--- src/sprite_pkg.sv ---
/* Sprite renderer shared types
   Raster position, sync levels, colors and sprite placement */
`default_nettype none

package sprite_pkg;

    // Pixel currently being scanned
    typedef struct packed {
        logic [9:0] hcount;
        logic [9:0] vcount;
        logic       bright;
    } raster_pos_t;

    // Active-low sync levels
    typedef struct packed {
        logic hsync;
        logic vsync;
    } sync_t;

    typedef struct packed {
        logic [7:0] r;
        logic [7:0] g;
        logic [7:0] b;
    } rgb888_t;

    // Top-left corner of a sprite on screen
    typedef struct packed {
        logic [9:0] pos_x;
        logic [9:0] pos_y;
    } sprite_pos_t;

    // Magenta texels are see-through
    localparam logic [15:0] TRANSPARENT_RGB565 = 16'hF81F;

    localparam rgb888_t BG_COLOR = '{r: 8'h88, g: 8'hCC, b: 8'h88};

endpackage

`default_nettype wire

--- src/sprite_bitgen.sv ---
/* Sprite bit generator
   Hit test and texel address for one sprite, plus RGB565 to RGB888 expansion */
`timescale 1ns/1ns
`default_nettype none

module sprite_bitgen #(
    parameter int                    ADDR_WIDTH    = 12,
    parameter int                    SPRITE_WIDTH  = 16,
    parameter int                    SPRITE_HEIGHT = 16,
    parameter int                    SCALE         = 2,
    parameter logic [ADDR_WIDTH-1:0] BASE_ADDR     = '0
) (
    input  wire                      pix_clk,
    input  sprite_pkg::raster_pos_t  pos,
    input  sprite_pkg::sprite_pos_t  sprite,
    input  wire                      bright_d1,
    input  wire [15:0]               pix_data,
    input  wire                      data_valid,
    output logic                     hit,
    output logic [ADDR_WIDTH-1:0]    req_addr,
    output sprite_pkg::rgb888_t      color,
    output logic                     opaque
);

    localparam int SCALED_WIDTH      = SPRITE_WIDTH * SCALE;
    localparam int SCALED_HEIGHT     = SPRITE_HEIGHT * SCALE;
    localparam int PIXELS_PER_SPRITE = SPRITE_WIDTH * SPRITE_HEIGHT;

    logic [10:0] x_end;
    logic [10:0] y_end;
    logic        in_x;
    logic        in_y;
    logic [9:0]  off_x;
    logic [9:0]  off_y;
    logic [9:0]  tex_x;
    logic [9:0]  tex_y;

    // Extra bit keeps the right and bottom edges from wrapping
    assign x_end = {1'b0, sprite.pos_x} + 11'(SCALED_WIDTH);
    assign y_end = {1'b0, sprite.pos_y} + 11'(SCALED_HEIGHT);

    assign in_x = (pos.hcount >= sprite.pos_x) && ({1'b0, pos.hcount} < x_end);
    assign in_y = (pos.vcount >= sprite.pos_y) && ({1'b0, pos.vcount} < y_end);

    // Screen offset inside the sprite, then down to texel coordinates
    assign off_x = pos.hcount - sprite.pos_x;
    assign off_y = pos.vcount - sprite.pos_y;
    assign tex_x = 10'(off_x / SCALE);
    assign tex_y = 10'(off_y / SCALE);

    assign hit      = pos.bright && in_x && in_y;
    assign req_addr = BASE_ADDR +
                      ADDR_WIDTH'(int'(tex_y) * SPRITE_WIDTH + int'(tex_x));

    // Returned texel, valid one cycle after the request
    always_comb begin
        if (!data_valid || !bright_d1 || pix_data == sprite_pkg::TRANSPARENT_RGB565) begin
            opaque = 1'b0;
            color  = sprite_pkg::BG_COLOR;
        end else begin
            opaque  = 1'b1;
            // Replicate the top bits to fill the low end of each channel
            color.r = {pix_data[15:11], pix_data[15:13]};
            color.g = {pix_data[10:5], pix_data[10:9]};
            color.b = {pix_data[4:0], pix_data[4:2]};
        end
    end

    a_addr_in_region: assert property (
        @(posedge pix_clk)
        hit |-> (int'(req_addr) >= int'(BASE_ADDR)) &&
                (int'(req_addr) < int'(BASE_ADDR) + PIXELS_PER_SPRITE)
    );

endmodule

`default_nettype wire

--- config.mk ---
export PLATFORM = sky130hd
export DESIGN_NAME = sprite_bitgen
export DESIGN_NICKNAME = d
export VERILOG_FILES = /design/src/sprite_pkg.sv /design/src/sprite_bitgen.sv
export SDC_FILE = /design/constraint.sdc
export NUM_CORES = 1
export LEC_CHECK = 0
export BUFFER_PORTS_ARGS = -buffer_cell sky130_fd_sc_hd__buf_2
export CORE_UTILIZATION = 40
export DETAILED_ROUTE_END_ITERATION = 8
export PLACE_DENSITY = 0.74
export SLEW_MARGIN = 20
export SYNTH_ARGS = -nofsm -noshare
export SYNTH_HDL_FRONTEND = slang
export SYNTH_SLANG_ARGS = --single-unit
--- constraint.sdc ---
create_clock -name vclk -period 3.7
set_clock_uncertainty 0.1 [all_clocks]
set_input_delay 0.74 -clock vclk [all_inputs]
set_output_delay 0.74 -clock vclk [all_outputs]
set_load 0.02 [all_outputs]
# Yosys cells after proc, flatten, opt, wreduce, memory -nomap -nowiden
# Index checks and enable logic that the tools add are counted.
[totals]
n_memories = 0
ramBits = 0
latchBits = 0
rom_bits = 0
word_cells = 20
inputBits = 60
regBits = 0
[classes]
addsub = 5
n_lt_le_gt_ge = 4
shifts = 0
reduce_logical = 8
mux = 2
multipliers = 0
div_mod_pow = 0
bitwise_logic = 0
eq_ne = 1
[ops]
columns = ["op", "count"]
rows = [
  ["$mux 24", 1],
  ["$add 10x6->11 const B", 2],
  ["$lt 10x11->1", 2],
  ["$ge 10x10->1", 2],
  ["$eq 16x16->1 const B", 1],
  ["$add 12x9->12", 1],
  ["$sub 10x10->10", 1],
  ["$sub 9x9->9", 1],
  ["$logic_and 1x1->1", 4],
  ["$logic_not 1->1", 2],
  ["$logic_or 1x1->1", 2],
  ["$mux 1", 1],
]

# Depth between registers and ports, before layout
# Gate-level depths: netlist (run 1).
[depth]
depth_word = 5
depth_mapped = 17

# Least setup slack after synthesis (run 1)
# Ideal clock, no wire load.
[synth_timing]
path_kind = "input port to output port"
from = "in pos[11] in the netlist's numbering"
to = "out req_addr[10]"
path_slack_ns = -0.563
path_buffers = 0
t_arrival_ns = 3.423
path_stages = 16
cell_sequence = "inv_1 -> ha_1 -> fa_1 -> nor2b_1 -> o21ai_1 -> a21boi_0 -> o21ai_0 -> a21oi_1 -> inv_1 -> fa_1 -> nor2b_1 -> o21ai_0 -> nand2b_1 -> a21o_1 -> nand2_1 -> xnor2_1"
[synth_between]
elab_chain_cells = 2
[synth_lines]
columns = ["element", "line_no", "source"]
rows = [
  ["start: declaration", "sprite_bitgen.sv:14", "input sprite_pkg::raster_pos_t pos,"],
  ["$sub 10x10->10", "sprite_bitgen.sv:46", "assign off_x = pos.hcount - sprite.pos_x;"],
  ["$add 12x9->12", "sprite_bitgen.sv:53", "ADDR_WIDTH'(int'(tex_y) * SPRITE_WIDTH + int'(tex_x));"],
  ["end: declaration", "sprite_bitgen.sv:20", "output logic [ADDR_WIDTH-1:0] req_addr,"],
]
# No other way between the ends.

# Final worst setup path (run 1)
[layout_timing]
from = "in sprite[11] in the netlist's numbering"
to = "out req_addr[10]"
[layout_between]
elab_chain_cells = 2
[layout_lines]
columns = ["element", "line_no", "source"]
rows = [
  ["start: declaration", "sprite_bitgen.sv:15", "input sprite_pkg::sprite_pos_t sprite,"],
  ["$sub 10x10->10", "sprite_bitgen.sv:46", ""],
  ["$add 12x9->12", "sprite_bitgen.sv:53", ""],
]
# No other way between the ends.

==> results.md, run 1 <==
- The final worst slack is -501 ps.
- For the finished layout, the period the worst path requires is 4200 ps.
- The largest driver fanout on the critical path is 2.
- The number of DRC markers in iteration 0 is 38.
- The final layout net count is 482.
- The share of the Yosys chip area taken by registers is 0%.
- The measured slew at the worst slew-check pin is 716 ps.
- The instance count of the mapped netlist is 235.
- The number of routed nets with antenna violations is 0.
- Global routing used 20.1% of the available tracks across all layers.
- Counting instances, the worst hold path has a depth of 3.
- Across the whole layout, storage elements account for 0 µm².
- The combinational power share is 100.0%.
- Across all hold checks on the routed design, the worst slack comes to 1690 ps.
- The maximum frequency from static timing analysis is 238 MHz.
- The placeable core region is 4000 µm².
- The floorplan step defined a die boundary enclosing 4450 µm².
- The largest net degree at the start of global routing is 22.
- The analysis attributes to cell leakage a power of 1.57 nW.
- Yosys instantiated no cell more often than sky130_fd_sc_hd__ha_1.
- The floorplan step set the die width to 66.7 µm.
- The final count of hold timing violations was 0.
- The number of antenna violations at the first check in global routing was 0.
- The count of antenna diodes in the layout is 0.
- STA classifies the critical path endpoint as an output pin.
- Net switching is 48.9% of the power.
- The final reports fail on negative setup slack.
- In this run the power spent charging and discharging nets is 389 µW.
- The via density per instance is 5.07.
- The share of final-layout standard cells stronger than drive strength 1 is 50.5%.
- Row generation in the floorplan step produced 23 rows.
- The total count of max-transition violations in the final report came to 0.
- The top cell type's share of synthesized area is 27.7%.
- From bottom edge to top edge, the die measures 66.7 µm.
- For hold timing, the worst endpoint is color[3].
- The portion of total power attributed to the clock network is 0%.
- The first TritonRoute pass finished after 4 iterations.
- The first global-routing pass estimated 7350 µm of wire.
- Sorting the synthesized cells by area gives the leading types as sky130_fd_sc_hd__ha_1 (28%), sky130_fd_sc_hd__xnor2_1 (7.8%), sky130_fd_sc_hd__inv_1 (7.4%).
- The sum of routed wire length over all layers is 5000 µm.
- The congestion estimate from routability-driven global placement came to 0.789.
- Dividing the detail-routed wire length by the instance count gives 11.6 µm.
- Setup repair after global routing could not meet its margin everywhere.
- In this run the worst setup path begins at sprite[11].
- At the worst endpoint, the required time is 2860 ps.
- The arrival time of data at the critical path endpoint is 3360 ps.
- The count of hold buffers inserted by post-cts repair is 0.
- The number of distinct standard cells referenced by the synthesized netlist is 43.
- The count of sequential standard cells is 0.
- The proportion of power drawn by flip-flops and latches is 0%.
- Of the available clock period, the critical path in the final layout requires 114%.
- The start-to-end type of the worst setup path is in2out.
- The internal power of the cells is 407 µW.
- The power consumption is 796 µW.
- The estimated wirelength of the detail-placed design is 4040 µm.
- By count the netlist is led by sky130_fd_sc_hd__ha_1 (37), sky130_fd_sc_hd__inv_1 (33), sky130_fd_sc_hd__a21oi_1 (15), sky130_fd_sc_hd__xnor2_1 (15), sky130_fd_sc_hd__nor2_1 (14).
- Pin placement for this block handled 98 I/O pins.
- The critical path startpoint category is a primary input.
- The min-delay analysis places its worst path in the category in2out.
- The combined area of all synthesized cells is 1670 µm².
- Averaged over all synthesized cells, the footprint is 7.12 µm².
- Relative to the synthesized area, the layout overhead comes to 73.0%.
- The worst ir drop on vdd is 0.240 mV.
- The initial utilization of the core area, before any placement, comes to 41.9%.
- The worst pin sits at a relative slew slack of 52.1%.
- The routed layout has 2181 vias.
- The via count of the first global-routing pass is 1885.
- sky130_fd_sc_hd__ha_1 takes more of the synthesized area than any other cell.
- The number of buffers inserted by port buffering is 97.
- Setup violations remaining at the end of the flow were counted as 7.
- For this run, design rule violations remaining after detail routing come to 0.
- The number of clock buffer instances in the layout is 0.
- The net count after synthesis is 335.
- The power density over the cells is 275 nW/µm².
- The Yosys step of the flow raised 0 warnings.
- The number of violations of the max-capacitance limit is 0.
- The flow ran to the end, but the final reports show violations.
- After global routing the overflow that remains totals 0.
- The worst hold path begins at pix_data[0].
metrics by stage:
stage	std cells	cell area, µm²	utilization [%]	setup TNS [ps]	worst slack, ps
2_1_floorplan	235	1760	-	-717	-252
3_3_place_gp	419	2590	64.8	-3040	-640
3_5_place_dp	419	2590	64.8	-3470	-718
4_1_cts	423	2740	68.4	-1980	-443
5_1_grt	430	2900	72.4	-3250	-645
6_report	430	2900	72.4	-2190	-501
cells by family after synthesis:
| family | count (synthesis) | synth area share (%) |
|---|---|---|
| AO/OA/AOI/OAI | 53 | 20.5 |
| XOR/XNOR | 21 | 11.0 |
| adder cells (fa/ha/maj) | 40 | 31.2 |
| buffers and inverters | 39 | 9.64 |
| AND/OR/NAND/NOR | 82 | 27.7 |
how the worst max path moves through the flow:
stage / to / slack, ps
global route: req_addr[10] / -650
global placement: req_addr[10] / -640
floorplan: req_addr[10] / -250
finish: req_addr[10] / -500
detailed placement: req_addr[10] / -720
CTS: req_addr[10] / -440
placed cells by master (no fill, tap or decap), types with 10 or more instances in the layout:
cell type / count
sky130_fd_sc_hd__buf_2: 84
sky130_fd_sc_hd__nand2b_1: 10
sky130_fd_sc_hd__a21oi_1: 12
sky130_fd_sc_hd__xnor2_1: 11
sky130_fd_sc_hd__buf_6: 10
sky130_fd_sc_hd__and2_1: 12
sky130_fd_sc_hd__inv_1: 28
sky130_fd_sc_hd__ha_1: 31
sky130_fd_sc_hd__nor2_1: 14
sky130_fd_sc_hd__buf_4: 56
power by group through the flow:
stage               clock (mW)  sequential, mW  combinational [mW]
floorplan                    0               0               0.413
global placement             0               0               0.649
detailed placement           0               0               0.662
CTS                          0               0               0.745
global route                 0               0               0.863
finish                       0               0               0.796
metal layers:
metal | vias up | global-route usage [%] | routed length [µm]
li1 | 1115 | - | -
met1 | 990 | 22.7 | 1950
met2 | 70 | 42.4 | 2720
met3 | 6 | 0.856 | 270
met4 | 0 | 0 | 55
met5 | - | 0 | 0
what timing repair did:
action                                  CTS  global route
endpoints found under the setup margin    7             8
resized for setup                        28            22
pin swaps                                22            27
buffers inserted                          4             7
critical path, cell delays in order:
cell	delay (ps)
sky130_fd_sc_hd__buf_12	90
sky130_fd_sc_hd__inv_12	30
sky130_fd_sc_hd__ha_4	220
sky130_fd_sc_hd__nor2b_4	120
sky130_fd_sc_hd__o21ai_2	160
sky130_fd_sc_hd__a21oi_2	90
sky130_fd_sc_hd__o21ai_2	170
sky130_fd_sc_hd__nor2b_4	170
sky130_fd_sc_hd__xnor2_1	120
sky130_fd_sc_hd__ha_2	200
sky130_fd_sc_hd__inv_2	40
sky130_fd_sc_hd__fa_2	410
sky130_fd_sc_hd__nor2b_2	130
sky130_fd_sc_hd__o21ai_2	60
sky130_fd_sc_hd__nand2b_1	100
sky130_fd_sc_hd__a21o_1	130
sky130_fd_sc_hd__nand2_2	90
sky130_fd_sc_hd__xnor2_4	150
sky130_fd_sc_hd__buf_6	130
layout make-up:
cell class | count | area, µm²
repair buffers | 151 | 973
multi-input cells | 196 | 1720
inverters | 33 | 141
well taps | 50 | 62.6
fillers | 319 | 1100
Note: power is estimated with default switching activity, not from simulation.
==> run 2, diff against run 1 <==
Settings changed: RECOVER_POWER set to 25.
==> results.md, run 2 (same netlist as run 1, synthesis figures left out) <==
- The run finished, with violations left.
- The checks that failed: negative setup slack.
- The number of DRC markers in iteration 0 is 36 (-5.3%).
- The total net switching power is 389 µW (about the same).
- The average wire per cell in the routed design came to 11.6 µm (+0.20%).
- The internal power of the cells was 405 µW (-0.50%).
- The number of antenna violations at the first check in global routing came to 0 (unchanged).
- The leakage power is 1.56 nW (-0.83%).
- The final cycle utilization of the critical path came to 114% (unchanged).
- The area growth from synthesis to layout is 72.2%.
- The class of the most critical hold timing path is in2out.
- The required time of the critical path is 2860 ps (about the same).
- The final worst slack is -501 ps (unchanged).
- Setup repair after global routing could not meet its margin everywhere.
- The final count of hold timing violations is 0 (unchanged).
- The wire length of the first global-routing pass came to 7350 µm (unchanged).
- The final instance count without filler cells is 430 (unchanged).
- The die area is 4450 µm² (unchanged).
- The global-route usage over all layers was 20.1% (unchanged).
- The floorplan die height is 66.7 µm (unchanged).
- The largest net degree at the start of global routing is 22 (unchanged).
- The total count of max-transition violations in the final report is 0 (unchanged).
- The number of top-level pins is 98 (unchanged).
- The total vias in the final route is 2181 (unchanged).
- In the layout the commonest cells are sky130_fd_sc_hd__buf_2 (78), sky130_fd_sc_hd__buf_4 (56), sky130_fd_sc_hd__ha_1 (31).
- The net switching fraction of the power is 49.0% (+0.12 points).
- The number of setup violations in the final report is 7 (unchanged).
- The post-route worst hold slack was 1700 ps (+6.71 ps).
- The measured slew at the worst slew-check pin is 1250 ps (+530 ps).
- The worst setup path is captured at an output pin.
- The maximum frequency from static timing analysis is 238 MHz (about the same).
- The number of routed nets with antenna violations was 0 (unchanged).
- The worst setup slack after placement is -718 ps (unchanged).
- The number of clock buffer instances in the layout was 0 (unchanged).
- The initial cell density of the core was 41.9% (unchanged).
- The die boundary width is 66.7 µm (unchanged).
- The number of placed instances with taps included is 419 (unchanged).
- The largest driver fanout on the critical path is 2 (unchanged).
- The worst slew slack as a fraction of its limit is 16.5% (-36 points).
- The DRC violation count after routing is 0 (unchanged).
- The critical path startpoint category is a primary input.
- The sequential standard cell area is 0 µm² (unchanged).
- The combinational power share is 100.0% (about the same).
- The power consumption is 794 µW (-0.26%).
- The setup TNS is -2190 ps (+0.200 ps).
- The portion of total power attributed to the clock network was 0% (unchanged).
- The post-layout minimum cycle time is 4200 ps (unchanged).
- The number of buffers inserted by port buffering is 97 (unchanged).
- The placeable core region was 4000 µm² (unchanged).
- The worst ir drop on vdd is 0.240 mV (about the same).
- The sum of routed wire length over all layers is 5010 µm (+0.20%).
- The final layout net count is 482 (unchanged).
- The final RePlAce weighted congestion was 0.789 (unchanged).
- The first-pass detailed-route iteration total is 4 (unchanged).
- The residual overflow from global routing is 0 (unchanged).
- The most frequent standard cell in the layout excluding fill and tap cells is sky130_fd_sc_hd__buf_2.
- The proportion of power drawn by flip-flops and latches came to 0% (unchanged).
- The setup path with the least slack is of type in2out.
- The cell row count is 23 (unchanged).
- The estimated wirelength of the detail-placed design came to 4040 µm (unchanged).
- The share of final-layout standard cells stronger than drive strength 1 came to 48.7% (-1.8 points).
- The count of antenna diodes in the layout is 0 (unchanged).
- The count of sequential standard cells was 0 (unchanged).
- The via density per instance is 5.07 (unchanged).
- The number of violations of the max-capacitance limit was 0 (unchanged).
- The arrival time of data at the critical path endpoint is 3360 ps (about the same).
- The via count of the first global-routing pass is 1885 (unchanged).
- The power density over the cells was 275 nW/µm² (+0.22%).
[run 2: cell count changes in the layout (fill, tap and decap cells not counted)]
cell,previous run,this run
sky130_fd_sc_hd__clkbuf_1,0,6
sky130_fd_sc_hd__buf_2,84,78
sky130_fd_sc_hd__a31oi_1,1,2
sky130_fd_sc_hd__a31oi_2,1,0
[run 2: worst max-delay path, cell delays in order]
cell	delay, ps
sky130_fd_sc_hd__buf_12	90
sky130_fd_sc_hd__inv_12	30
sky130_fd_sc_hd__ha_4	220
sky130_fd_sc_hd__nor2b_4	120
sky130_fd_sc_hd__o21ai_2	160
sky130_fd_sc_hd__a21oi_2	90
sky130_fd_sc_hd__o21ai_2	170
sky130_fd_sc_hd__nor2b_4	170
sky130_fd_sc_hd__xnor2_1	120
sky130_fd_sc_hd__ha_2	200
sky130_fd_sc_hd__inv_2	40
sky130_fd_sc_hd__fa_2	410
sky130_fd_sc_hd__nor2b_2	130
sky130_fd_sc_hd__o21ai_2	60
sky130_fd_sc_hd__nand2b_1	100
sky130_fd_sc_hd__a21o_1	130
sky130_fd_sc_hd__nand2_2	90
sky130_fd_sc_hd__xnor2_4	150
sky130_fd_sc_hd__buf_6	130
[run 2: path summary, 6_finish.rpt]
path                         start           end  slack, ps  depth (start not counted)
worst min-delay path  pix_data[11]     color[19]       1700                          3
worst max-delay path    sprite[11]  req_addr[10]       -500                         19
[run 2: cell type report]
class | instances | area [µm²]
fill | 322 | 1120
inverter | 33 | 141
multi-input combinational | 196 | 1710
tap | 50 | 62.6
timing repair buffer | 151 | 966
[run 2: through the flow]
| stage | area (µm²) | utilization [%] |
|---|---|---|
| after global routing | 2880 | 72.1 |
| after CTS | 2740 | 68.4 |
| after global placement | 2590 | 64.8 |
| final | 2880 | 72.1 |
| after detailed placement | 2590 | 64.8 |
| after floorplan | 1760 | - |
[run 2: power groups by stage]
| stage | sequential [mW] | clock (mW) | combinational (mW) |
|---|---|---|---|
| 5_1_grt | 0 | 0 | 0.861 |
| 2_1_floorplan | 0 | 0 | 0.413 |
| 6_report | 0 | 0 | 0.794 |
| 4_1_cts | 0 | 0 | 0.745 |
| 3_5_place_dp | 0 | 0 | 0.662 |
| 3_3_place_gp | 0 | 0 | 0.649 |
[run 2: layer usage]
layer	share of wire (%)	wire length [µm]	global-route usage, %	up-vias
li1	-	-	-	1115
met1	39	1960	22.7	990
met2	54	2720	42.4	70
met3	5.3	267	0.856	6
met4	1.1	55	0	0
met5	0	0	0	-
[run 2: timing repair]
item,in CTS,in global routing
setup buffers,4,7
gates resized for setup,28,22
hold buffers,0,0
pin swaps,22,27
cloned,0,0
endpoints found under the setup margin,7,8
==> run 3, diff against run 2 <==
Settings changed: CORE_UTILIZATION 40 to 42, PLACE_DENSITY 0.74 to 0.78.
==> results.md, run 3 (same netlist as run 1, synthesis figures left out) <==
- In the layout the commonest cells are sky130_fd_sc_hd__buf_2 (83), sky130_fd_sc_hd__buf_4 (54), sky130_fd_sc_hd__ha_1 (30).
- Setup repair after global routing could not meet its margin everywhere.
- The number of routed nets with antenna violations is 0 (unchanged).
- The via density per instance is 5.10 (+0.61%).
- The final RePlAce weighted congestion is 0.782 (-0.90%).
- The arrival time of data at the critical path endpoint is 3380 ps (+20 ps).
- The wire length of the first global-routing pass is 7330 µm (-0.29%).
- The final cycle utilization of the critical path is 114% (+0.40 points).
- The layout overhead on the synthesized area is 72.9%.
- The post-layout minimum cycle time came to 4220 ps (+14.7 ps).
- The floorplan die height is 65.1 µm (-2.3%).
- The flow ran to the end, but the final reports show violations.
- The leakage power is 1.56 nW (+0.46%).
- The number of antenna violations at the first check in global routing is 0 (unchanged).
- The residual overflow from global routing came to 0 (unchanged).
- The number of violations of the max-capacitance limit was 0 (unchanged).
- The final layout net count is 482 (unchanged).
- The placeable core region is 3740 µm² (-6.4%).
- The final instance area is 2900 µm² (+0.43%).
- The highest-utilization routing layer at the global route stage is met2.
- The required time of the critical path is 2860 ps (about the same).
- The cell row count is 22 (-4.3%).
- Leaving out fill and tap cells, the most frequent cell in the layout is sky130_fd_sc_hd__buf_2.
- The sum of routed wire length over all layers was 5220 µm (+4.1%).
- The die boundary width was 65.1 µm (-2.3%).
- The die area is 4240 µm² (-4.6%).
- The total count of max-transition violations in the final report was 0 (unchanged).
- The share of final-layout standard cells stronger than drive strength 1 is 50.0% (+1.3 points).
- The power density over the cells is 288 nW/µm² (+4.6%).
- The footprint of the multi-input gates is 1730 µm² (+1.1%).
- The sequential standard cell area is 0 µm² (unchanged).
- The worst slew slack as a fraction of its limit was 15.8% (-0.73 points).
- The final worst slack is -516 ps (-14.7 ps).
- The number of placed instances with taps included is 418 (-0.24%).
- The via count of the first global-routing pass is 1893 (+0.42%).
- The count of antenna diodes in the layout is 0 (unchanged).
- The number of buffers inserted by port buffering is 97 (unchanged).
- The final instance count without filler cells is 428 (-0.47%).
- The DRC violation count after routing was 0 (unchanged).
- The global routing met2 resource utilization is 44.9% (+2.5 points).
- The number of clock buffer instances in the layout is 0 (unchanged).
- The largest driver fanout on the critical path is 4 (+2).
- The total vias in the final route was 2184 (+0.14%).
- The largest net degree at the start of global routing was 22 (unchanged).
- The number of DRC markers in iteration 0 came to 38 (+5.6%).
- The number of top-level pins is 98 (unchanged).
- The estimated wirelength of the detail-placed design is 3960 µm (-1.9%).
- The area of placed instances was 2600 µm² (+0.19%).
- The critical path startpoint category is a primary input.
- The global-route usage over all layers was 21.0% (+0.90 points).
- The start-to-end type of the worst setup path is in2out.
- The count of sequential standard cells was 0 (unchanged).
- The measured slew at the worst slew-check pin is 1260 ps (+11.0 ps).
- The checks that failed: negative setup slack.
- The number of setup violations in the final report is 6 (-1).
- The count of hold buffers inserted by post-cts repair is 0 (unchanged).
- The met1 layer usage reported by global route is 22.6% (-0.054 points).
- The number of filler cells placed in the layout is 267 (-17%).
- The global-route track usage on met3 is 1.22% (+0.36 points).
- STA classifies the critical path endpoint as an output pin.
- The average wire per cell in the routed design is 12.2 µm (+4.6%).
- The worst ir drop on vdd came to 0.239 mV (-0.48%).
- The final count of hold timing violations is 0 (unchanged).
- The first-pass detailed-route iteration total was 4 (unchanged).
- The maximum frequency from static timing analysis is 237 MHz (-0.35%).
- The initial cell density of the core is 44.7% (+2.9 points).
- The worst hold path belongs to the class in2out.
run 3: changes by cell type in the layout (fill, tap and decap cells not counted), moves of 2 or more:
cell,before,now
sky130_fd_sc_hd__buf_2,78,83
sky130_fd_sc_hd__clkbuf_1,6,3
sky130_fd_sc_hd__buf_4,56,54
sky130_fd_sc_hd__inv_2,2,4
run 3: power by group:
group / switching, mW / total, mW / internal [mW] / leakage, nW
clock network: 0 / 0 / 0 / 0
registers: 0 / 0 / 0 / 0
logic: 0.405 / 0.834 / 0.429 / 1.56
run 3: metrics by stage:
step           utilization (%)  setup TNS [ps]  power (mW)  hold WS, ps  setup slack [ps]
4_1_cts                   73.2           -2260       0.764         1690              -453
2_1_floorplan                -            -717       0.413         1560              -252
3_5_place_dp              69.4           -3240       0.661         1690              -646
5_1_grt                   77.3           -2860       0.899         1710              -645
6_report                  77.3           -2150       0.834         1690              -516
3_3_place_gp              69.4           -2970       0.647         1690              -620
run 3: critical path, stage by stage:
cell and delay [ps]:
sky130_fd_sc_hd__buf_12 90, sky130_fd_sc_hd__inv_12 30, sky130_fd_sc_hd__ha_4 250, sky130_fd_sc_hd__nor2b_4 130, sky130_fd_sc_hd__o21ai_2 80, sky130_fd_sc_hd__a21oi_2 170
sky130_fd_sc_hd__o21ai_2 90, sky130_fd_sc_hd__buf_4 140, sky130_fd_sc_hd__a211oi_2 270, sky130_fd_sc_hd__o211ai_1 150, sky130_fd_sc_hd__ha_1 390, sky130_fd_sc_hd__a21oi_1 280
sky130_fd_sc_hd__o21ai_2 110, sky130_fd_sc_hd__buf_4 150, sky130_fd_sc_hd__xor2_1 140, sky130_fd_sc_hd__buf_4 160
run 3: layout make-up:
type                       count  share of cell area (%)
inverter                      33                    4.80
multi-input combinational    196                    59.8
tap                           48                    2.07
timing repair buffer         151                    33.3
run 3: layer usage:
metal / share of wire [%] / up-vias
li1: - / 1117
met1: 39 / 985
met2: 55 / 76
met3: 5.4 / 6
met4: 1.1 / 0
met5: 0 / -
run 3: worst paths after layout:
path	depth (start not counted)	start	slack (ps)	end
worst min-delay path	3	pix_data[0]	1690	color[3]
worst max-delay path	16	sprite[11]	-520	req_addr[9]
run 3: repair_timing:
item | 4_1_cts | 5_1_grt
buffers inserted | 6 | 6
pin swaps | 24 | 14
setup endpoints to repair | 8 | 8
gates resized for setup | 26 | 26
